[src/verilog/uart_string_pkg.sv]
// ----------------------------------------------------------------------
// Shared constants and state types for the UART string link.
// String buffer sizes, serial bit timing, the frame delimiter
// and the FSM state encodings of the byte and string layers.
// ----------------------------------------------------------------------
`default_nettype none

package uart_string_pkg;

	// String buffer geometry, byte k at bits 8k+7 down to 8k.
	localparam logic [7:0] STR_BYTES = 8'd137;
	localparam int STR_W = 1096;
	localparam int LEN_W = 8;

	// 115200 baud from a 10 MHz sys_clk.
	localparam int BAUD_CNT_W = 7;
	localparam logic [BAUD_CNT_W-1:0] CLKS_PER_BIT = 7'd87;
	localparam int TX_STOP_BITS = 2;

	// Delimiter, sent twice on each side of the content.
	localparam logic [7:0] FRAME_CHAR = 8'h26;

	typedef enum logic [1:0] {
		UART_IDLE,
		UART_START,
		UART_DATA,
		UART_STOP
	} uart_state_e;

	typedef enum logic [2:0] {
		TX_IDLE,
		TX_OPEN1,
		TX_OPEN2,
		TX_CONTENT,
		TX_CLOSE1,
		TX_CLOSE2,
		TX_FINISH
	} str_tx_state_e;

	typedef enum logic [2:0] {
		RX_IDLE,
		RX_OPEN1,
		RX_CONTENT,
		RX_CLOSE1,
		RX_FINISH
	} str_rx_state_e;

endpackage

`default_nettype wire

[src/verilog/string_framer_rx.sv]
// ----------------------------------------------------------------------
// Receive framer: finds "&&" frames in the byte stream.
// Fills the string buffer and pulses done on the closing "&&".
// ----------------------------------------------------------------------
`default_nettype none

module string_framer_rx import uart_string_pkg::*; (
	input  wire logic       sys_clk,
	input  wire logic       sys_rst_n,
	input  wire logic [7:0] rx_byte,
	input  wire logic       rx_vld,
	output logic [STR_W-1:0] rx_string,
	output logic [LEN_W-1:0] rx_length,
	output logic            rx_busy,
	output logic            rx_done
);

	str_rx_state_e state;
	logic new_frame;
	logic is_frame_char;
	logic wr_one;
	logic wr_pair;
	logic [LEN_W-1:0] wr_pos;
	logic [LEN_W-1:0] pos_nxt;

	assign is_frame_char = (rx_byte == FRAME_CHAR);
	assign wr_one = (state == RX_CONTENT) && rx_vld && !is_frame_char;
	// A lone "&" inside the content, kept along with the byte after it.
	assign wr_pair = (state == RX_CLOSE1) && rx_vld && !is_frame_char;

	// Old length holds until the first write of a new frame.
	assign wr_pos = new_frame ? '0 : rx_length;
	assign pos_nxt = wr_pos + 1'b1;

	assign rx_busy = (state == RX_OPEN1) || (state == RX_CONTENT) || (state == RX_CLOSE1);
	assign rx_done = (state == RX_FINISH);

	always_ff @(posedge sys_clk or negedge sys_rst_n) begin
		if (!sys_rst_n) begin
			state <= RX_IDLE;
			new_frame <= 1'b0;
			rx_length <= '0;
		end else begin
			case (state)
				RX_IDLE: begin
					if (rx_vld && is_frame_char) begin
						state <= RX_OPEN1;
					end
				end
				RX_OPEN1: begin
					if (rx_vld) begin
						state <= is_frame_char ? RX_CONTENT : RX_IDLE;
						new_frame <= is_frame_char;
					end
				end
				RX_CONTENT: begin
					if (wr_one) begin
						rx_length <= (wr_pos < STR_BYTES) ? pos_nxt : STR_BYTES;
						new_frame <= 1'b0;
					end else if (rx_vld) begin
						state <= RX_CLOSE1;
					end
				end
				RX_CLOSE1: begin
					if (wr_pair) begin
						rx_length <= (pos_nxt < STR_BYTES) ? wr_pos + 8'd2 : STR_BYTES;
						new_frame <= 1'b0;
						state <= RX_CONTENT;
					end else if (rx_vld) begin
						// Empty frame reports length zero.
						if (new_frame) begin
							rx_length <= '0;
						end
						new_frame <= 1'b0;
						state <= RX_FINISH;
					end
				end
				RX_FINISH: state <= RX_IDLE;
				default: state <= RX_IDLE;
			endcase
		end
	end

	// String buffer, bytes past the end are dropped.
	always_ff @(posedge sys_clk) begin
		if (wr_one && wr_pos < STR_BYTES) begin
			rx_string[{wr_pos, 3'b000} +: 8] <= rx_byte;
		end
		if (wr_pair) begin
			if (wr_pos < STR_BYTES) begin
				rx_string[{wr_pos, 3'b000} +: 8] <= FRAME_CHAR;
			end
			if (pos_nxt < STR_BYTES) begin
				rx_string[{pos_nxt, 3'b000} +: 8] <= rx_byte;
			end
		end
	end

endmodule

`default_nettype wire

[config.mk]
export PLATFORM = sky130hd
export DESIGN_NAME = string_framer_rx
export DESIGN_NICKNAME = d
export VERILOG_FILES = /design/src/verilog/uart_string_pkg.sv /design/src/verilog/string_framer_rx.sv
export SDC_FILE = /design/constraint.sdc
export NUM_CORES = 2
export LEC_CHECK = 0
export ABC_AREA = 1
export BUFFER_PORTS_ARGS = -buffer_cell sky130_fd_sc_hd__buf_2
export CORE_UTILIZATION = 30
export CTS_CLUSTER_DIAMETER = 200
export DETAILED_ROUTE_END_ITERATION = 10
export PLACE_DENSITY = 0.59
export SETUP_SLACK_MARGIN = 0.4
export SLEW_MARGIN = 20
export SYNTH_ARGS = -nofsm -noshare
export SYNTH_HDL_FRONTEND = slang
export SYNTH_SLANG_ARGS = --single-unit
[constraint.sdc]
create_clock -name sys_clk -period 6.4 [get_ports sys_clk]
set_input_delay 0.96 -clock sys_clk [delete_from_list [all_inputs] [get_ports sys_clk]]
set_output_delay 0.96 -clock sys_clk [all_outputs]
set_load 0.02 [all_outputs]
==> results by group <==
Clock tree
  • # H-tree levels: 4
  • Num Clock Sinks: between 1000 and 1500
  • Worst-Skew Late Latency: roughly 0.86 ns
  • Clock transition at path regs: ~0.060 ns
  • Clk buf depth: 3
  • CTS root buffer: clkbuf_16
  • CTS tree: done
  • CTS buffer count: ~140

Floorplanning
  • Core outline area: 212000 um2
  • Boundary Pins: roughly 1100
  • Die Footprint: about 220000 um2
  • Die span in x: between 400 and 500 um
  • Initial Utilization: 30.2%
  • Vert. Die Dim: between 400 and 500 um
  • FP Rows: ~170

Route
  • Number of nets with antenna violations after routing: 0
  • 1st-pass router iterations: 11
  • Vias post-DR: approximately 84000
  • Total wire length: between 400000 and 500000 um
  • Initial drt markers: ~13000
  • Remaining DRCs: between 200 and 300
  • Drt via density: just under 6
  • DR WL/cell: 33.0 um

Placed design
  • Placed Cells: between 10000 and 15000
  • IO buf count: approximately 1100
  • Hpwl dp: 343000 um
  • Setup WS pre-CTS: about 0.76 ns
  • Final GP Congestion: roughly 1.0

Synth
  • Post-Syn Nets: 10300
  • Netlist cell types: 66
  • Post-synth top area share: between 30% and 40%
  • Post-synth top area cell: dfxtp_1
  • Post-synth EDFFs: 0
  • Syn Area/Cell: between 6 and 7 um2
  • Synthesis Warnings: 0
  • Number of synthesized register bits: 1108
  • Seq/Total Area, Yosys: a little over a third
  • Most used DFF post-synth: dfxtp_1
  • Synth area leaders: dfxtp_1 (34%), nand2_1 (18%), o21ai_0 (11%)
  • Syn Std Cell Area: approximately 64000 um2
  • Mapped Cells: about 10000
  • Fraction of registers with async set/reset: between 1 and 1.5%

Global routing
  • Largest net degree at the start of global routing: approximately 190
  • First-pass GRT wire length: 625000 um
  • Gr usage total: about two fifths
  • Total gr overflow: 0
  • Vias in the first global route: 74200
  • Initial antenna violation count: 46

Power and ir drop
  • Internal Power: ~17000 uW
  • Switch share: between 50% and 60%
  • Pleak: 0.0344 uW
  • Sequential share of power: about 28%
  • Max IR drop VDD: about 0.00038 V
  • Net Sw Power: between 15000 and 20000 uW
  • Power density cells: roughly 450 nW/um2
  • Power share of the combinational group: 47.3%
  • Clock power share: 24.2%

Cells and area
  • Layout Cells excl Fill: around 14000
  • Layout area overhead: 20.9%
  • NumNets Final: between 10000 and 15000
  • Share of layout cells above drive strength 1: 16.5%
  • Filler cells: approximately 24000

Worst setup path
  • Critical path capture point type: flop
  • CP Max Fanout: 23
  • Reg-to-reg setup timing slack: 0.34 ns
  • CP peak stage delay: between 0.9 and 1 ns
  • CP max-delay cell: nand3_1
  • Critical Path AT: 6.81 ns
  • CP startpoint kind: flop
  • CP cell instances: inv_1, nor2_4, ha_1, inv_1, nand3_1, inv_1, nand3_1, nor2_2, nand2_1, nand2_8, nor2_4, nand2_1, nor2_2, nand3_1, o211ai_1
  • Worst setup path class: reg2reg
  • Req. time, crit path: ~7 ns

STA
  • Final setup violation count: 0
  • Final worst-path cycle share: between 90% and 100%
  • Fin worst setup slack: roughly 0.34 ns
  • Slew @ Worst Pin: ~1.2 ns
  • Setup repair after global routing missed its margin: no
  • F_max: around 170 MHz
  • Setup TNS: 0 ns
  • Final hold vios: 0
  • Fin. max-slew vios: 0
  • Final Critical Period: 6.06 ns
  • Slew Limit Headroom: 21.2%
  • Final setup skew: about 0.038 ns

Worst hold path
  • Hold crit path type: reg2reg

Run status
  • Status: finished, violations left
  • Failing checks: design-rule violations

Flow run
  • Max-cap viol count: 0
[synth_stat cells, types with 3 or more instances]
| master | number |
|---|---|
| inv_1 | 790 |
| o221ai_1 | 5 |
| a31oi_1 | 41 |
| nand2_1 | 3064 |
| mux2i_1 | 12 |
| mux2_2 | 3 |
| nand3_1 | 713 |
| a2bb2oi_1 | 3 |
| buf_2 | 148 |
| or2_2 | 54 |
| nor4_1 | 10 |
| a21oi_2 | 8 |
| or2_0 | 4 |
| o21ai_1 | 63 |
| a32o_1 | 7 |
| inv_4 | 3 |
| nor2_1 | 889 |
| nand4_1 | 147 |
| nor2_4 | 21 |
| a211oi_1 | 10 |
| buf_6 | 7 |
| nor3_1 | 215 |
| o21ai_0 | 1456 |
| inv_2 | 43 |
| nand2_4 | 4 |
| nand2_2 | 34 |
| a22oi_1 | 17 |
| buf_4 | 26 |
| dfxtp_1 | 1096 |
| buf_1 | 93 |
| nor2_2 | 78 |
| nand3b_1 | 25 |
| a21oi_1 | 354 |
| o31ai_1 | 109 |
| nor3_2 | 7 |
| o21a_1 | 16 |
| dfrtp_1 | 12 |
| o22ai_1 | 134 |
| nand3_2 | 17 |
| o211ai_1 | 219 |
| clkinv_1 | 14 |
| clkbuf_1 | 285 |
| o32ai_1 | 3 |
[kinds of logic after synthesis]
family | synth area share, %
simple gates | 35.0
compound gates | 21.3
mux | 0.240
fa+ha+maj | 0.0195
flops | 34.7
buf+inv | 8.80
[cell usage in the layout (no fill, tap or decap), types with 17 or more instances in the layout]
master / synthesis / layout
inv_1: 790 / 778
o21ai_1: 63 / 64
o22ai_1: 134 / 134
buf_2: 148 / 1116
a31oi_1: 41 / 41
clkinv_2: 1 / 28
nand4_1: 147 / 147
dfxtp_1: 1096 / 1096
a22oi_1: 17 / 17
o31ai_1: 109 / 109
clkbuf_1: 285 / 28
nor2_2: 78 / 83
o211ai_1: 219 / 219
a21oi_1: 354 / 354
clkbuf_8: 0 / 30
nand3_1: 713 / 713
nand3b_1: 25 / 25
nand2_2: 34 / 35
buf_4: 26 / 192
nor2_4: 21 / 27
nand2_1: 3064 / 3055
clkbuf_16: 0 / 146
diode_2: 0 / 30
inv_2: 43 / 44
nor2_1: 889 / 878
nor3_1: 215 / 213
o21ai_0: 1456 / 1455
or2_2: 54 / 54
[power by group through the flow]
stage               Combinational, uW  Sequential (uW)  Clock, uW
floorplan                        6420            11100          0
global route                    16800             9970       8690
detailed placement              15700             9940          0
CTS                             15800             9810       8400
finish                          16500             9930       8450
global placement                15700             9960          0
[stage by stage]
step / total power [uW] / hold WS, ns / cell area, um2 / util (%)
finish: 34900 / 0.470 / 77500 / 36.5
global route: 35400 / 0.494 / 77400 / 36.5
CTS: 34000 / 0.473 / 77400 / 36.5
detailed placement: 25700 / 0.462 / 72700 / 34.3
global placement: 25700 / 0.459 / 72700 / 34.3
floorplan: 17500 / 0.541 / 64100 / -
[timing repair]
action                     in CTS  in global routing
hold buffers                    1                  0
setup buffers                   0                  0
setup endpoints to repair       0                  5
resized for setup               0                  2
hold endpoints to repair        6                  0
[worst paths after layout]
| kind | endpoint | from | cells past startpoint |
|---|---|---|---|
| min | rx_string[1054] | rx_string[1054] | 2 |
| min in group asynchronous | new_frame | sys_rst_n | 2 |
| max | rx_string[821] | rx_length[1] | 15 |
| max reg2reg | rx_string[821] | rx_length[1] | 15 |
| max in group asynchronous | rx_length[4] | sys_rst_n | 2 |
| min reg2reg | rx_string[1054] | rx_string[1054] | 2 |
[metal layers]
metal,global-route usage (%),part of all wire (%),vias to the layer above
met3,16.7,14,1607
met4,32.4,9.5,46
met2,58.6,40,6599
met5,0.0891,0.065,-
met1,49.2,36,39300
li1,-,-,36200
[state kept, by name, indices dropped and copies added, names as in the netlist]
register and cells:
rx_string 1096, rx_length 8, state 3, new_frame 1
[critical path, delay by kind of cell (launching register included)]
family	cells	cell delay (ns)
and+or+nand+nor	10	3.46
buffers and inverters	3	0.76
adders and majority gates	1	0.66
DFF	1	0.62
AOI/OAI and AO/OA	1	0.43
[cell type report]
type / count / area [um2] / area share, %
Antenna cell: 30 / 75.1 / 0.0969
Sequential cell: 1108 / 22200 / 28.7
Timing Repair Buffer: 1323 / 7320 / 9.44
Multi-Input combinational cell: 7774 / 36400 / 46.9
Inverter: 851 / 3240 / 4.18
Clock buffer: 204 / 4170 / 5.38
Tap cell: 2821 / 3530 / 4.56
Clock inverter: 47 / 534 / 0.690
Note: power is estimated with default switching activity, not from simulation.
