## src/verilog/uart_string_pkg.sv

```systemverilog
// ----------------------------------------------------------------------
// Shared constants and state types for the UART string link.
// String buffer sizes, serial bit timing, the frame delimiter
// and the FSM state encodings of the byte and string layers.
// ----------------------------------------------------------------------
`default_nettype none

package uart_string_pkg;

	// String buffer geometry, byte k at bits 8k+7 down to 8k.
	localparam logic [7:0] STR_BYTES = 8'd137;
	localparam int STR_W = 1096;
	localparam int LEN_W = 8;

	// 115200 baud from a 10 MHz sys_clk.
	localparam int BAUD_CNT_W = 7;
	localparam logic [BAUD_CNT_W-1:0] CLKS_PER_BIT = 7'd87;
	localparam int TX_STOP_BITS = 2;

	// Delimiter, sent twice on each side of the content.
	localparam logic [7:0] FRAME_CHAR = 8'h26;

	typedef enum logic [1:0] {
		UART_IDLE,
		UART_START,
		UART_DATA,
		UART_STOP
	} uart_state_e;

	typedef enum logic [2:0] {
		TX_IDLE,
		TX_OPEN1,
		TX_OPEN2,
		TX_CONTENT,
		TX_CLOSE1,
		TX_CLOSE2,
		TX_FINISH
	} str_tx_state_e;

	typedef enum logic [2:0] {
		RX_IDLE,
		RX_OPEN1,
		RX_CONTENT,
		RX_CLOSE1,
		RX_FINISH
	} str_rx_state_e;

endpackage

`default_nettype wire

```

## src/verilog/uart_rx.sv

```systemverilog
// ----------------------------------------------------------------------
// UART byte receiver, 8N1, LSB first.
// Input synchronizer, start edge detect, mid-bit sampling.
// Bytes with a low stop bit are dropped.
// ----------------------------------------------------------------------
`default_nettype none

module uart_rx import uart_string_pkg::*; (
	input  wire logic       sys_clk,
	input  wire logic       sys_rst_n,
	input  wire logic       rx,
	output logic [7:0]      rx_byte,
	output logic            rx_vld
);

	uart_state_e state;
	logic rx_meta;
	logic rx_sync;
	logic rx_last;
	logic [BAUD_CNT_W-1:0] clk_cnt;
	logic [2:0] bit_cnt;
	logic [7:0] shift;
	logic start_edge;
	logic bit_end;
	logic half_bit;
	logic sample_data;
	logic sample_stop;

	assign start_edge = rx_last && !rx_sync;
	assign bit_end = (clk_cnt == CLKS_PER_BIT - 1'b1);
	assign half_bit = (clk_cnt == (CLKS_PER_BIT >> 1));
	assign sample_data = (state == UART_DATA) && bit_end;
	assign sample_stop = (state == UART_STOP) && bit_end;

	// Two-flop synchronizer plus one stage for edge detect.
	always_ff @(posedge sys_clk or negedge sys_rst_n) begin
		if (!sys_rst_n) begin
			rx_meta <= 1'b1;
			rx_sync <= 1'b1;
			rx_last <= 1'b1;
		end else begin
			rx_meta <= rx;
			rx_sync <= rx_meta;
			rx_last <= rx_sync;
		end
	end

	always_ff @(posedge sys_clk or negedge sys_rst_n) begin
		if (!sys_rst_n) begin
			state <= UART_IDLE;
			clk_cnt <= '0;
			bit_cnt <= '0;
			rx_vld <= 1'b0;
		end else begin
			rx_vld <= 1'b0;
			clk_cnt <= bit_end ? '0 : clk_cnt + 1'b1;
			case (state)
				UART_IDLE: begin
					clk_cnt <= '0;
					if (start_edge) begin
						state <= UART_START;
					end
				end
				UART_START: begin
					// Recheck at mid-bit; a glitch goes back to idle.
					if (half_bit) begin
						clk_cnt <= '0;
						bit_cnt <= '0;
						state <= rx_sync ? UART_IDLE : UART_DATA;
					end
				end
				UART_DATA: begin
					if (bit_end) begin
						bit_cnt <= bit_cnt + 1'b1;
						if (bit_cnt == 3'd7) begin
							state <= UART_STOP;
						end
					end
				end
				UART_STOP: begin
					if (bit_end) begin
						rx_vld <= rx_sync;
						state <= UART_IDLE;
					end
				end
				default: state <= UART_IDLE;
			endcase
		end
	end

	// Received data path.
	always_ff @(posedge sys_clk) begin
		if (sample_data) begin
			shift <= {rx_sync, shift[7:1]};
		end
		if (sample_stop && rx_sync) begin
			rx_byte <= shift;
		end
	end

endmodule

`default_nettype wire

```

## config.mk

```make
export PLATFORM = sky130hd
export DESIGN_NAME = uart_rx
export DESIGN_NICKNAME = d
export VERILOG_FILES = /design/src/verilog/uart_string_pkg.sv /design/src/verilog/uart_rx.sv
export SDC_FILE = /design/constraint.sdc
export NUM_CORES = 1
export LEC_CHECK = 0
export BUFFER_PORTS_ARGS = -buffer_cell sky130_fd_sc_hd__buf_4
export CORE_ASPECT_RATIO = 1.5
export CORE_MARGIN = 5
export CORE_UTILIZATION = 60
export DETAILED_ROUTE_END_ITERATION = 12
export PLACE_DENSITY = 0.81
export REMOVE_ABC_BUFFERS = 1
export SLEW_MARGIN = 40
export SYNTH_ARGS = -nofsm -noshare
export SYNTH_HDL_FRONTEND = slang
export SYNTH_SLANG_ARGS = --single-unit
```

## constraint.sdc

```tcl
create_clock -name sys_clk -period 4.6 [get_ports sys_clk]
set_input_delay 0 -clock sys_clk [delete_from_list [all_inputs] [get_ports sys_clk]]
set_output_delay 0 -clock sys_clk [all_outputs]
set_load 0.05 [all_outputs]
```

==> flow_summary.yaml, run 1 <==
run_status:
  status: "finished, final reports clean"
route:
  wirelength_um: 2110
  dr.pass1.iters: 4
  num_vias: 759
  drtIter0Drc: 14
  viasPerCell: 5.93
  route.detailed.drc: 0
  wl_per_cell_um: 16.5
  ant_nets: 0
finish:
  final_layout_size_suffix_gt1_frac: 0.245
  area.growth.synth_to_final_pct: 15.8
  finalNetCount: 112
  final_common_cell: "edfxtp_1"
  final_cell_mix: "16 x edfxtp_1, 13 x dfrtp_1, 11 x buf_4"
  final_core_util: 0.724
  antennaDiodeCount: 0
  n_fill_cell: 142
global_route:
  grt_usage: 0.166
  grt_max_degree: 17
  grt_first_pass_wirelength_um: 3550
  grt_pass1_vias: 827
  antenna_found_initial: 0
  grt.overflow.total: 0
setup_path:
  arrival_ns: 2.24
  worstSetupPathType: "reg -> reg"
  worstSetupEndpointType: "flip-flop"
  crit_chain: "inv_1 -> ha_1 -> nand4b_1 -> nor3_1 -> and3_1"
  worst_setup_path_start_kind: "flip-flop"
  max_stage_delay_ns: 0.61
  crit_fanout: 8
  crit_buf_inv: 1
  critical_path.top_delay_family: "simple AND/OR/NAND/NOR gates"
  reg2reg_from: "clk_cnt[0]"
  startpoint: "clk_cnt[0]"
  worst_path_max_delay_cell: "nor3_1"
  cp.required_ns: 4.61
cts:
  cts_tree: "built"
  cts.sinks: 32
  clkLatencyLatePin_ns: 0.33
  numCtsBuffers: 5
  clock_path_buffers: 2
  htree_levels: 2
  cts_resized: 0
  root_buffer: "clkbuf_4"
  path_clk_slew_ns: 0.09
power_and_ir_drop:
  power_density_nw_per_um2: 487
  leakage_nw: 0.577
  ir_drop_mv: 0.414
sta:
  finalHoldViolCount: 0
  drv_slew: 0
  clock_skew_ns: 0.00705
  min_period_over_period: 0.486
  fin_crit_ns: 2.24
  fmax_mhz: 447
  maxSlewHeadroom: 0.535
  setup_violations: 0
  tns_ns: 0
  hold_ws_ns: 0.0620
  rsz0062_at_grt: "no"
  worst_pin_slew_ns: 0.693
yosys:
  synthTopCellsByArea: "edfxtp_1 38%, dfrtp_1 26%, dfstp_2 6.3%"
  ys_seq_area_frac: 0.706
  synth_top_area_cell: "edfxtp_1"
  synth_top_area_share: 0.384
  syn_area_sq_um: 1250
  syn_inst: 87
  yosys_warnings: 0
  avgSynthCellArea_sq_um: 14.4
  synth_seq_cells: 32
  synth_cell_types: 25
die:
  rows: 20
  io_pins: 12
  die_area_sq_um: 3120
  core-area_sq_um: 2000
  initial_utilization: 0.626
  die_w_um: 47.3
  die_h_um: 66.0
placement:
  gp_congestion: 0.776
  io_buffers: 11
  place.detailed.hpwl_um: 1480
flow_run:
  max-cap-violations: 0
min_path:
  hold_class: "in -> async"
[per-layer routing]
| layer | part of all wire | global-route usage | vias to the layer above |
|---|---|---|---|
| met2 | 0.56 | 0.285 | 22 |
| li1 | - | - | 352 |
| met1 | 0.35 | 0.168 | 381 |
| met3 | 0.066 | 0.0654 | 4 |
| met5 | 0 | 0 | - |
| met4 | 0.019 | 0.0727 | 0 |
[worst register-to-register path, delay by kind of cell, from the launching register on]
kind,cells,cell delay (ns)
flops,1,0.43
fa+ha+maj,1,0.16
simple gates,3,1.24
buf+inv,1,0.09
[synthesized netlist by cell type, drive strengths merged]
master and count:
a21oi 4, a221oi 1, and3 2, clkbuf 2, dfrtp 13, dfstp 3
edfxtp 16, ha 4, inv 4, nand2 3, nand3 4, nand3b 1
nand4b 1, nor2 6, nor3 8, nor3b 1, nor4b 1, o21a 1
o21ai 3, o221a 2, or2 1, or4b 1, xnor2 3, xor2 2
[cell families after synthesis]
family | share of synthesized area
flops | 0.706
simple gates | 0.133
compound gates | 0.0679
buf+inv | 0.0180
xor+xnor | 0.0350
fa+ha+maj | 0.0400
[stage by stage]
step / setup slack [ns] / power, W / cells / instance area [sq um]
floorplan: 2.73 / 0.000471 / 85 / 1240
global placement: 2.56 / 0.000496 / 118 / 1360
detailed placement: 2.38 / 0.000506 / 118 / 1360
CTS: 2.34 / 0.000712 / 128 / 1450
global route: 2.24 / 0.000750 / 128 / 1450
finish: 2.36 / 0.000706 / 128 / 1450
[registers in the layout (all words and copies together) (netlist names), 3 cells and up, named ones only]
register / count
rx_byte: 8
shift: 8
clk_cnt: 7
bit_cnt: 3
[area by class of cell]
type | count | area [sq um] | area share
flip-flops and latches | 32 | 885 | 0.610
inverters | 4 | 15.0 | 0.0104
clock buffers | 5 | 37.5 | 0.0259
multi-input cells | 49 | 345 | 0.238
repair buffers | 13 | 103 | 0.0708
well taps | 22 | 27.5 | 0.0190
clock inverters | 3 | 37.5 | 0.0259
[final timing paths]
check,to,slack [ns],cells past startpoint
worst max-delay path,rx_byte[7],2.36,5
worst min-delay path,clk_cnt[5],0.06,2
worst max register to register,rx_byte[7],2.36,5
worst min register to register,rx_sync,0.36,0
max in group asynchronous,rx_last,4.29,2
min in group sys_clk,rx_meta,0.32,2
[where the power goes]
| part | internal, W | switching, W | leakage (nW) | total [W] |
|---|---|---|---|---|
| Clock | 0.000111 | 0.0000901 | 0.0403 | 0.000201 |
| Sequential | 0.000335 | 0.0000531 | 0.340 | 0.000388 |
| Combinational | 0.0000614 | 0.0000558 | 0.197 | 0.000117 |
| Total | 0.000507 | 0.000199 | 0.577 | 0.000706 |
[what timing repair did]
| action | in CTS | in global routing |
|---|---|---|
| hold endpoints to repair | 17 | 0 |
| setup endpoints to repair | 0 | 0 |
| hold buffers | 2 | 0 |
| setup buffers | 0 | 0 |
Power figures use the tool's default switching activity.
==> inputs of run 2 (changes only) <==
--- a/config.mk
+++ b/config.mk
@@ -5,12 +5,13 @@
 export SDC_FILE = /design/constraint.sdc
 export NUM_CORES = 1
 export LEC_CHECK = 0
+export ABC_AREA = 1
 export BUFFER_PORTS_ARGS = -buffer_cell sky130_fd_sc_hd__buf_4
 export CORE_ASPECT_RATIO = 1.5
 export CORE_MARGIN = 5
-export CORE_UTILIZATION = 60
+export CORE_UTILIZATION = 56
 export DETAILED_ROUTE_END_ITERATION = 12
-export PLACE_DENSITY = 0.81
+export PLACE_DENSITY = 0.76
 export REMOVE_ABC_BUFFERS = 1
 export SLEW_MARGIN = 40
 export SYNTH_ARGS = -nofsm -noshare
==> constraint.sdc (replaced) <==
create_clock -name sys_clk -period 2.2 [get_ports sys_clk]
set_input_delay 0 -clock sys_clk [delete_from_list [all_inputs] [get_ports sys_clk]]
set_output_delay 0 -clock sys_clk [all_outputs]
set_load 0.05 [all_outputs]
==> run 2 against run 1 <==
Against the previous run: first-iteration DRC count rose by 86%; critical path depth rose by 2; sequential share of layout area stayed put; synthesized cell count up 28%; die area increased by 6.8%; critical path type unchanged; global-route usage shrank 1.1 points; sequential power rose by 94%; largest cell class unchanged.
==> flow_summary.yaml, run 2 <==
global_route:
  grt_first_pass_wirelength_um: 3790
  grt-busiest-layer: "met2"
  antenna_found_initial: 0
  grt.overflow.total: 0
  grt_pass1_vias: 850
  grtUsageMet1: 0.146
  grt_usage: 0.155
  grt_max_degree: 17
  grt_use_met3: 0.0675
  use_met2: 0.286
cts:
  cts_tree: "built"
  cts_setup_buffers: 0
  cts_resized: 0
  root_buffer: "clkbuf_4"
  numCtsBuffers: 5
  path_clk_slew_ns: 0.09
  htree_levels: 2
  clkLatencyLatePin_ns: 0.32
  clock_path_buffers: 2
  cts.sinks: 32
yosys:
  synth_enable_flop_cells: 16
  ys_seq_area_frac: 0.699
  synth_top_area_share: 0.379
  ys.flop_type: "edfxtp_1"
  synthTopCellsByArea: "edfxtp_1 38%, dfrtp_1 26%, nand2_1 7.4%"
  yosys_warnings: 0
  avgSynthCellArea_sq_um: 11.4
  synth_seq_cells: 32
  ys_top_cells_by_count: "25 x nand2_1, 16 x edfxtp_1, 14 x nor2_1"
  syn_inst: 111
  syn_area_sq_um: 1270
  synth_cell_types: 18
  async_flop_share: 0.500
  yosys.cell_count.top_type: "nand2_1"
  synth_top_area_cell: "edfxtp_1"
power_and_ir_drop:
  p_switching_w: 0.000359
  clkPwrFrac: 0.229
  p_comb_frac: 0.165
  netSwitchingFraction: 0.290
  pwr-share-seq: 0.607
  power_density_nw_per_um2: 854
  leakage_nw: 0.674
  intPower_w: 0.000880
  ir_drop_mv: 0.679
route:
  ant_nets: 0
  viasPerCell: 5.32
  num_vias: 824
  wl_per_cell_um: 13.6
  wirelength_um: 2110
  dr.pass1.iters: 4
  drtIter0Drc: 26
  route.detailed.drc: 0
finish:
  antennaDiodeCount: 0
  finalNetCount: 139
  area.growth.synth_to_final_pct: 14.5
  reg_top3: "rx_byte x8, shift x8, clk_cnt x7"
  final_cell_mix: "25 x nand2_1, 16 x edfxtp_1, 14 x nor2_1"
  final_cells: 155
  final_common_cell: "nand2_1"
  final_layout_size_suffix_gt1_frac: 0.197
  n_fill_cell: 177
sta:
  finalHoldViolCount: 0
  drv_slew: 0
  setup_violations: 0
  fin_crit_ns: 1.57
  clock_skew_ns: 0.00329
  worst_pin_slew_ns: 0.258
  maxSlewHeadroom: 0.826
  rsz0062_at_grt: "no"
  min_period_over_period: 0.713
  fmax_mhz: 638
  tns_ns: 0
setup_path:
  worstSetupEndpointType: "flip-flop"
  cp.required_ns: 2.24
  rr_endpoint: "rx_byte[7]"
  crit_fanout: 8
  worstSetupPathType: "reg -> reg"
  worst_setup_path_start_kind: "flip-flop"
  arrival_ns: 1.61
  reg2reg_slack_ns: 0.63
  startpoint: "clk_cnt[0]"
  r2r_cells: 7
  reg2reg_from: "clk_cnt[0]"
die:
  die_w_um: 48.8
  io_pins: 12
  initial_utilization: 0.574
  core-area_sq_um: 2210
  rows: 21
  die_area_sq_um: 3330
  die_h_um: 68.2
run_status:
  status: "finished, final reports clean"
placement:
  place.detailed.hpwl_um: 1590
  io_buffers: 11
  placedCellCount: 146
  gp_congestion: 0.779
flow_run:
  max-cap-violations: 0
min_path:
  hold_class: "in -> async"
## run 2: cell count changes in the layout (fill, tap and decap cells not counted), sizes merged, moves of 3 or more
cell   previous run  this run
nor2              6        15
nand3             4        12
nand2             3        26
a21oi             4         0
nor3              8         0
o21ai             3         0
inv               4        14
## run 2: power groups by stage
stage	logic, W	registers, W	clock network (W)
after floorplan	0.000160	0.000750	0
after CTS	0.000207	0.000750	0.000297
after global placement	0.000191	0.000759	0
after global routing	0.000245	0.000766	0.000328
final	0.000204	0.000751	0.000283
after detailed placement	0.000203	0.000764	0
## run 2: cell families (layout without fill, tap and decap cells)
| group | Yosys count | after routing | share of synthesized area |
|---|---|---|---|
| compound gates | 1 | 1 | 0.00593 |
| xor+xnor | 2 | 2 | 0.0138 |
| fa+ha+maj | 4 | 4 | 0.0395 |
| buf+inv | 15 | 36 | 0.0455 |
| flops | 32 | 32 | 0.699 |
| simple gates | 57 | 57 | 0.197 |
## run 2: how the worst max path moves through the flow
stage | end | slack [ns]
after global routing | rx_byte[3] | 0.53
after detailed placement | rx_byte[0] | 0.63
after CTS | rx_byte[7] | 0.62
after floorplan | rx_byte[0] | 0.17
after global placement | rx_byte[0] | 0.70
final | rx_byte[7] | 0.63
## run 2: worst max-delay path: stages, from the launching register on
cell and delay [ns]:
dfrtp_1 0.43, inv_1 0.07, ha_1 0.14, nand2_1 0.04
inv_1 0.06, nand3_2 0.13, nor4_1 0.19, buf_4 0.22
## run 2: per-layer routing
layer  wire length (um)  vias to the layer above
li1                   -                      401
met2               1210                       20
met4                 14                        0
met5                  0                        -
met3                123                        2
met1                757                      401
## run 2: metrics by stage
stage / hold slack, ns / worst slack [ns] / area (sq um) / total power, W / utilization
2_1_floorplan: -0.296 / 0.173 / 1270 / 0.000910 / -
3_3_place_gp: -0.134 / 0.695 / 1390 / 0.000950 / 0.628
3_5_place_dp: -0.134 / 0.629 / 1390 / 0.000967 / 0.628
4_1_cts: 0.0453 / 0.623 / 1450 / 0.00125 / 0.657
5_1_grt: 0.0531 / 0.532 / 1450 / 0.00134 / 0.657
6_report: 0.0581 / 0.632 / 1450 / 0.00124 / 0.657
## run 2: cell type report
cell class / instances / area (sq um) / area share
sequential: 32 / 885 / 0.610
multi-input combinational: 64 / 324 / 0.223
timing repair buffer: 14 / 110 / 0.0759
inverter: 15 / 57.6 / 0.0397
clock buffer: 5 / 37.5 / 0.0259
tap: 23 / 28.8 / 0.0198
clock inverter: 2 / 7.51 / 0.00518
## run 2: what timing repair did
item	in CTS	in global routing
endpoints found under the setup margin	0	0
hold buffers	2	0
hold endpoints to repair	17	0
