`src/verilog/uart_string_pkg.sv`:
```
// ----------------------------------------------------------------------
// Shared constants and state types for the UART string link.
// String buffer sizes, serial bit timing, the frame delimiter
// and the FSM state encodings of the byte and string layers.
// ----------------------------------------------------------------------
`default_nettype none

package uart_string_pkg;

	// String buffer geometry, byte k at bits 8k+7 down to 8k.
	localparam logic [7:0] STR_BYTES = 8'd137;
	localparam int STR_W = 1096;
	localparam int LEN_W = 8;

	// 115200 baud from a 10 MHz sys_clk.
	localparam int BAUD_CNT_W = 7;
	localparam logic [BAUD_CNT_W-1:0] CLKS_PER_BIT = 7'd87;
	localparam int TX_STOP_BITS = 2;

	// Delimiter, sent twice on each side of the content.
	localparam logic [7:0] FRAME_CHAR = 8'h26;

	typedef enum logic [1:0] {
		UART_IDLE,
		UART_START,
		UART_DATA,
		UART_STOP
	} uart_state_e;

	typedef enum logic [2:0] {
		TX_IDLE,
		TX_OPEN1,
		TX_OPEN2,
		TX_CONTENT,
		TX_CLOSE1,
		TX_CLOSE2,
		TX_FINISH
	} str_tx_state_e;

	typedef enum logic [2:0] {
		RX_IDLE,
		RX_OPEN1,
		RX_CONTENT,
		RX_CLOSE1,
		RX_FINISH
	} str_rx_state_e;

endpackage

`default_nettype wire

```
`src/verilog/uart_tx.sv`:
```
// ----------------------------------------------------------------------
// UART byte transmitter, 8N2, LSB first.
// One byte per request, done pulse after the last stop bit.
// ----------------------------------------------------------------------
`default_nettype none

module uart_tx import uart_string_pkg::*; (
	input  wire logic       sys_clk,
	input  wire logic       sys_rst_n,
	input  wire logic [7:0] byte_data,
	input  wire logic       byte_req,
	output logic            tx,
	output logic            byte_done
);

	uart_state_e state;
	logic [BAUD_CNT_W-1:0] clk_cnt;
	logic [2:0] bit_cnt;
	logic [7:0] shift;
	logic bit_end;

	assign bit_end = (clk_cnt == CLKS_PER_BIT - 1'b1);

	// Bit timing and line control.
	always_ff @(posedge sys_clk or negedge sys_rst_n) begin
		if (!sys_rst_n) begin
			state <= UART_IDLE;
			clk_cnt <= '0;
			bit_cnt <= '0;
			tx <= 1'b1;
			byte_done <= 1'b0;
		end else begin
			byte_done <= 1'b0;
			if (state != UART_IDLE) begin
				clk_cnt <= bit_end ? '0 : clk_cnt + 1'b1;
			end
			case (state)
				UART_IDLE: begin
					clk_cnt <= '0;
					if (byte_req) begin
						tx <= 1'b0;
						state <= UART_START;
					end
				end
				UART_START: begin
					if (bit_end) begin
						tx <= shift[0];
						bit_cnt <= '0;
						state <= UART_DATA;
					end
				end
				UART_DATA: begin
					if (bit_end) begin
						if (bit_cnt == 3'd7) begin
							// First stop bit.
							tx <= 1'b1;
							bit_cnt <= '0;
							state <= UART_STOP;
						end else begin
							tx <= shift[1];
							bit_cnt <= bit_cnt + 1'b1;
						end
					end
				end
				UART_STOP: begin
					if (bit_end) begin
						if (bit_cnt == 3'(TX_STOP_BITS - 1)) begin
							byte_done <= 1'b1;
							state <= UART_IDLE;
						end else begin
							bit_cnt <= bit_cnt + 1'b1;
						end
					end
				end
				default: state <= UART_IDLE;
			endcase
		end
	end

	// Shift register, shifts once per data bit.
	always_ff @(posedge sys_clk) begin
		if (state == UART_IDLE && byte_req) begin
			shift <= byte_data;
		end else if (state == UART_DATA && bit_end) begin
			shift <= {1'b0, shift[7:1]};
		end
	end

endmodule

`default_nettype wire
```
`config.mk`:
```
export PLATFORM = sky130hd
export DESIGN_NAME = uart_tx
export DESIGN_NICKNAME = d
export VERILOG_FILES = /design/src/verilog/uart_string_pkg.sv /design/src/verilog/uart_tx.sv
export SDC_FILE = /design/constraint.sdc
export NUM_CORES = 1
export LEC_CHECK = 0
export BUFFER_PORTS_ARGS = -buffer_cell sky130_fd_sc_hd__buf_2
export CAP_MARGIN = 5
export CORE_UTILIZATION = 35
export CTS_CLUSTER_SIZE = 12
export DETAILED_ROUTE_END_ITERATION = 12
export HOLD_SLACK_MARGIN = 0.08
export SETUP_SLACK_MARGIN = 0.3
export SLEW_MARGIN = 20
export SYNTH_ARGS = -nofsm -noshare
export SYNTH_HDL_FRONTEND = slang
export SYNTH_SLANG_ARGS = --single-unit
```
`constraint.sdc`:
```
create_clock -name sys_clk -period 1.9 [get_ports sys_clk]
set_input_delay 0.38 -clock sys_clk [delete_from_list [all_inputs] [get_ports sys_clk]]
set_output_delay 0.38 -clock sys_clk [all_outputs]
set_load 0.02 [all_outputs]
```
==> results of run 1 <==
## synth_stat cells, drive strengths merged
cell type / n
nor2: 13
xnor2: 3
and2b: 2
o21ai: 2
and2: 1
dfrtp: 13
a21boi: 1
nand3: 6
and4b: 1
clkbuf: 2
or2: 1
xor2: 2
a2111o: 1
nor4: 1
inv: 4
mux2i: 3
nor2b: 2
o211ai: 3
edfxtp: 8
a31oi: 1
nand2: 8
a21oi: 1
dfstp: 1
ha: 10
nor3b: 2
mux2: 9
and3: 2
nor3: 1
## cells in the final DEF, fill, tap and decap left out, types with 3 or more instances in the layout
master	count
buf_4	9
clkbuf_4	3
o211ai_1	3
mux2i_1	3
nand2_1	6
mux2_2	8
nand3_1	5
edfxtp_1	8
ha_1	7
dfrtp_1	11
xnor2_1	3
nor2_1	12
buf_2	12
## path summary, 6_finish.rpt
check | startpoint | end | slack (ns) | depth (start not counted)
worst max-delay path | state[0] | state[1] | 0.16 | 5
worst min-delay path | byte_data[3] | shift[3] | 0.36 | 2
worst max register to register | state[0] | state[1] | 0.16 | 5
worst min register to register | bit_cnt[2] | bit_cnt[2] | 0.53 | 2
max in group asynchronous | sys_rst_n | tx | 1.14 | 2
min in group asynchronous | sys_rst_n | bit_cnt[1] | 0.48 | 2
## timing repair
action	in CTS	in global routing
hold buffers	1	0
endpoints found under the setup margin	22	21
gates resized for setup	11	8
buffers inserted	5	3
hold endpoints to repair	13	0
pin swaps	2	1
## where the power goes
group          switching (mW)  internal [mW]  total, mW
Clock                   0.141          0.117      0.258
Sequential                  0          0.489      0.489
Combinational         0.00911        0.00860     0.0177
Total                   0.150          0.614      0.765
## worst max-delay path, stage by stage, from the launching register on
cell      delay, ns
dfrtp_1        0.41
inv_2          0.08
ha_1           0.27
nor2b_1        0.19
a2111o_1       0.39
mux2_4         0.31
## stage by stage
step / setup WS, ns / power (mW) / cell area (sq um) / util / hold WS (ns)
finish: 0.157 / 0.765 / 1480 / 0.474 / 0.364
global route: 0.0892 / 0.794 / 1480 / 0.474 / 0.352
CTS: 0.166 / 0.772 / 1430 / 0.457 / 0.363
detailed placement: 0.0909 / 0.515 / 1300 / 0.416 / 0.298
global placement: 0.151 / 0.514 / 1300 / 0.416 / 0.295
floorplan: 0.190 / 0.499 / 1190 / - / 0.0844
## cell type report
| cell class | count | area [sq um] |
|---|---|---|
| Fill cell | 283 | 1640 |
| Multi-Input combinational cell | 76 | 646 |
| Sequential cell | 22 | 594 |
| Timing Repair Buffer | 22 | 138 |
| Tap cell | 44 | 55.1 |
| Clock buffer | 4 | 36.3 |
| Inverter | 4 | 15.0 |
## cell families (layout without fill, tap and decap cells)
logic type | count (synthesis) | after routing
XOR/XNOR | 5 | 5
adder cells (fa/ha/maj) | 10 | 10
AND/OR/NAND/NOR | 40 | 40
AO/OA/AOI/OAI | 9 | 9
flip-flops | 22 | 22
multiplexers | 12 | 12
buffers and inverters | 6 | 30
## flip-flops by register name, summed over array words and instances (netlist names)
register	count
tx	1
byte_done	1
clk_cnt	7
shift	8
bit_cnt	3
state	2
## per-layer routing
| layer | up-vias | global-route usage | wire length (microns) |
|---|---|---|---|
| li1 | 410 | - | - |
| met1 | 408 | 0.163 | 981 |
| met2 | 9 | 0.232 | 1220 |
| met3 | 2 | 0.0390 | 53 |
| met4 | 0 | 0.0299 | 17 |
| met5 | - | 0 | 0 |
==> summary.md, run 1 <==
| Metric | Value |
|---|---|
| Status | `completed` |
| Detailed Place HPWL | `1530 microns` |
| Largest net degree at the start of global routing | `15` |
| Lkg Pwr | `0.643 nW` |
| Post-synthesis compound-gate area fraction | `0.0529` |
| Total gr overflow | `0` |
| Die span in y | `60.2 microns` |
| Adder-cell share of the synthesized area | `0.106` |
| Initial Util | `0.378` |
| Finished Layout Cells | `172` |
| Clk slew on worst S/H paths | `0.12 ns` |
| Via density | `4.82` |
| Max Freq | `0.574 GHz` |
| Simple-Gate Fraction of Synth Area | `0.171` |
| Routed vias | `829` |
| YS warnings | `0` |
| PortBufs | `12` |
| Cell count after synthesis | `104` |
| CP Capture Type | `register` |
| Horiz. Die Dim | `60.2 microns` |
| Antenna cells | `0` |
| Total Nets Final | `150` |
| Worst EP arrival | `1.95 ns` |
| RSZ-0062 raised after global routing | `true` |
| CTS tree | `built` |
| Clock insertion delay at the later pin of the skew report | `0.31 ns` |
| Final hold vios | `0` |
| Distinct cells, synth | `29` |
| Area leader, netlist | `dfrtp_1` |
| Max IR drop VDD | `0.400 mV` |
| Worst Path Class, Setup | `reg2reg` |
| Seq/Total Area, Yosys | `0.500` |
| Fin crit period | `1.74 ns` |
| Ranking of synthesized cells by area | `dfrtp_1 27%, edfxtp_1 20%, ha_1 11%` |
| Routability cong. | `0.751` |
| Largest family of logic cells by synthesized area | `simple AND/OR/NAND/NOR gates` |
| Max Cap Viol | `0` |
| Mapped Avg Cell Area | `11.4 sq um` |
| Post-Route WL | `2270 microns` |
| Drt pass-1 iters | `4` |
| Vias in the first global route | `801` |
| Num ports | `13` |
| PwrDens | `515 nW/um^2` |
| Fraction of layout cells with a size suffix above 1 | `0.422` |
| Register bit total from synthesis | `22` |
| DRT iter0 DRCs | `46` |
| Placed Cells | `159` |
| DRT antenna net count | `0` |
| Multiplexer share of the synthesized area | `0.114` |
| Number of placement rows | `20` |
| Post-route DRC | `0` |
| H-tree levels | `1` |
| Mapped cell area | `1180 sq um` |
| Die ar. | `3620 sq um` |
| Crit path required time | `2.11 ns` |
| Clk buf depth | `2` |
| Fin crit share | `0.918` |
| Hold crit path type | `in2reg` |
| Area grow syn2layout | `25.4%` |
| First-pass GRT wire length | `3570 microns` |
| Setup TNS | `0 ns` |
| Final Max Tran Viols | `0` |
| Post-Synth XOR/XNOR Area | `0.0370` |
| Final setup viols | `0` |
| Startpoint type of the worst setup path | `register` |
| Gr usage total | `0.134` |
| Core ar. | `3130 sq um` |
| Slew @ Worst Pin | `0.317 ns` |
| Syn nets | `125` |
| Cts bufs inserted | `3` |
| Initial antenna violation count | `0` |
| Root buffer cell | `clkbuf_4` |
| Clock sinks | `22` |
| CP Max Fanout | `4` |
| Clock skew | `0.00706 ns` |
| WL per Instance | `13.2 microns` |
| Slew HR | `0.789` |
| Synth top area share | `0.275` |
No activity file was read; power rests on OpenSTA's default activity.
==> run 2: changes to the inputs <==
==> constraint.sdc (replaced) <==
create_clock -name sys_clk -period 1.9 [get_ports sys_clk]
set_input_delay 0.38 -clock sys_clk [delete_from_list [all_inputs] [get_ports sys_clk]]
set_output_delay 0.38 -clock sys_clk [all_outputs]
set_load 0.1 [all_outputs]
==> summary.md, run 2 (synthesis results as in run 1) <==
| Metric | Value |
|---|---|
| Total Nets Final | `150 (unchanged)` |
| Slowest CP cell | `dfrtp_1 (unchanged)` |
| Clock skew | `0.00706 ns (unchanged)` |
| Final Max Tran Viols | `0 (unchanged)` |
| # fillers | `284 (was 283)` |
| Initial antenna violation count | `0 (unchanged)` |
| Drt pass-1 iters | `4 (unchanged)` |
| Post-route DRC | `0 (unchanged)` |
| Critical Path, Cell by Cell | `inv_2, ha_1, nor2b_1, a2111o_1, mux2_4 (unchanged)` |
| Final hold vios | `0 (unchanged)` |
| Total gr overflow | `0 (unchanged)` |
| Setup TNS | `0 ns (unchanged)` |
| Fin crit share | `0.918 (unchanged)` |
| RSZ-0062 raised after global routing | `true (unchanged)` |
| GR Layer Usage met1 | `0.163 (unchanged)` |
| Clock sinks | `22 (unchanged)` |
| Die ar. | `3620 sq um (unchanged)` |
| Startpoint type of the worst setup path | `register (unchanged)` |
| Fraction of layout cells with a size suffix above 1 | `0.422 (unchanged)` |
| Most used routing layer | `met2 (unchanged)` |
| Detailed Place HPWL | `1530 microns (unchanged)` |
| Slew HR | `0.681 (was 0.789)` |
| Largest Register | `shift (unchanged)` |
| Worst Path Class, Setup | `reg2reg (unchanged)` |
| Core ar. | `3130 sq um (unchanged)` |
| Vias in the first global route | `801 (unchanged)` |
| Worst setup margin | `0.157 ns (unchanged)` |
| Setup WS pre-CTS | `0.0909 ns (unchanged)` |
| Critical path's top delay family | `flip-flops (unchanged)` |
| Comb pwr share | `0.023 (about the same)` |
| DRT iter0 DRCs | `46 (unchanged)` |
| Biggest regs | `shift x8, clk_cnt x7, bit_cnt x3 (unchanged)` |
| Register-to-Register Path Depth | `5 (unchanged)` |
| Routability cong. | `0.751 (unchanged)` |
| R2R setup slack | `0.16 ns (about the same)` |
| M3 GR Usage | `0.0390 (unchanged)` |
| Max reg flops | `8 (unchanged)` |
| Routed vias | `829 (unchanged)` |
| Reg2reg start | `state[0] (unchanged)` |
| Horiz. Die Dim | `60.2 microns (unchanged)` |
| Largest net degree at the start of global routing | `15 (unchanged)` |
| Placed Cells | `159 (unchanged)` |
| Max Freq | `0.574 GHz (unchanged)` |
| Antenna cells | `0 (unchanged)` |
| Hold crit path type | `in2reg (unchanged)` |
| Num ports | `13 (unchanged)` |
| Final setup viols | `0 (unchanged)` |
| R2R Path End | `state[1] (unchanged)` |
| Worst EP arrival | `1.95 ns (about the same)` |
| Finished Layout Cells | `172 (unchanged)` |
| Crit path required time | `2.11 ns (about the same)` |
| Cts bufs inserted | `3 (unchanged)` |
| Area of the multi-input gates | `646 sq um (unchanged)` |
| Post-Route WL | `2280 microns (was 2270 microns)` |
| PortBufs | `12 (unchanged)` |
| CP Max Fanout | `4 (unchanged)` |
| Via density | `4.82 (unchanged)` |
| CP Launch Point | `state[0] (unchanged)` |
| DRT antenna net count | `0 (unchanged)` |
| Largest stage delay on the critical path | `0.41 ns (about the same)` |
| Int Pwr | `0.614 mW (unchanged)` |
| Clk slew on worst S/H paths | `0.12 ns (about the same)` |
| GR Util met2 | `0.232 (unchanged)` |
| CP Capture Type | `register (unchanged)` |
| First-pass GRT wire length | `3570 microns (unchanged)` |
| Area grow syn2layout | `25.6% (was 25.4%)` |
| Max Cap Viol | `0 (unchanged)` |
| Worst Path Buf+Inv | `1 (unchanged)` |
| H-tree levels | `1 (unchanged)` |
| WL per Instance | `13.2 microns (about the same)` |
| CTS tree | `built (unchanged)` |
| Pwr Total | `0.765 mW (unchanged)` |
| Status | `completed (unchanged)` |
| PwrDens | `514 nW/um^2 (was 515 nW/um^2)` |
| Leading cell types in the layout, fill and taps excluded | `12 x nor2_1, 11 x dfrtp_1, 11 x buf_2 (was 12 x nor2_1, 12 x buf_2, 11 x dfrtp_1)` |
| Gr usage total | `0.134 (unchanged)` |
| Most common cell after layout, fill and taps aside | `nor2_1` |
| Initial Util | `0.378 (unchanged)` |
| Flop pwr share | `0.639 (about the same)` |
| Slew @ Worst Pin | `0.482 ns (was 0.317 ns)` |
| Crit path capture | `state[1] (unchanged)` |
| Clk buf depth | `2 (unchanged)` |
| Lkg Pwr | `0.642 nW (was 0.643 nW)` |
| Clock insertion delay at the later pin of the skew report | `0.31 ns (about the same)` |
| Fin crit period | `1.74 ns (unchanged)` |
| Number of placement rows | `20 (unchanged)` |
| FF+latch area | `594 sq um (unchanged)` |
| Clk pwr share | `0.338 (about the same)` |
| Root buffer cell | `clkbuf_4 (unchanged)` |
| WP depth | `5 (unchanged)` |
| Die span in y | `60.2 microns (unchanged)` |
| Sw power | `0.150 mW (unchanged)` |
| Max IR drop VDD | `0.400 mV (unchanged)` |
| Switching share of power | `0.197 (unchanged)` |
-- run 2: worst min-delay path by stage --
stage,from,to,slack (ns),cells past startpoint
final,byte_data[3],shift[3],0.36,2
after global routing,byte_data[3],shift[3],0.35,2
after CTS,byte_data[3],shift[3],0.36,2
after detailed placement,sys_rst_n,bit_cnt[1],0.30,1
after global placement,sys_rst_n,bit_cnt[1],0.29,1
after floorplan,sys_rst_n,bit_cnt[0],0.08,0
-- run 2: what timing repair did --
action | 4_1_cts | 5_1_grt
pin swaps | 2 | 1
hold endpoints to repair | 13 | 0
hold buffers | 1 | 0
setup buffers | 5 | 3
resized for setup | 12 | 8
gates cloned | 0 | 0
endpoints found under the setup margin | 23 | 21
-- run 2: area by class of cell --
cell class,count,area share
Multi-Input combinational cell,76,0.434
Clock buffer,4,0.0244
Inverter,4,0.0101
Tap cell,44,0.0370
Sequential cell,22,0.400
Timing Repair Buffer,22,0.0943
-- run 2: power by group through the flow --
| stage | Combinational (mW) | Sequential, mW | Clock, mW |
|---|---|---|---|
| floorplan | 0.000177 | 0.499 | 0 |
| global route | 0.0206 | 0.489 | 0.284 |
| CTS | 0.0183 | 0.489 | 0.264 |
| global placement | 0.0159 | 0.498 | 0 |
| finish | 0.0177 | 0.489 | 0.258 |
| detailed placement | 0.0165 | 0.498 | 0 |
-- run 2: layer usage --
| metal | routed length [microns] | up-vias |
|---|---|---|
| met5 | 0 | - |
| met4 | 17 | 0 |
| met3 | 53 | 2 |
| met2 | 1220 | 9 |
| met1 | 982 | 408 |
| li1 | - | 410 |
-- run 2: per-stage QoR --
| step | util | cell area [sq um] | hold slack [ns] |
|---|---|---|---|
| global route | 0.475 | 1490 | 0.352 |
| floorplan | - | 1190 | 0.0844 |
| detailed placement | 0.416 | 1300 | 0.298 |
| CTS | 0.458 | 1430 | 0.363 |
| global placement | 0.416 | 1300 | 0.295 |
| finish | 0.475 | 1490 | 0.364 |
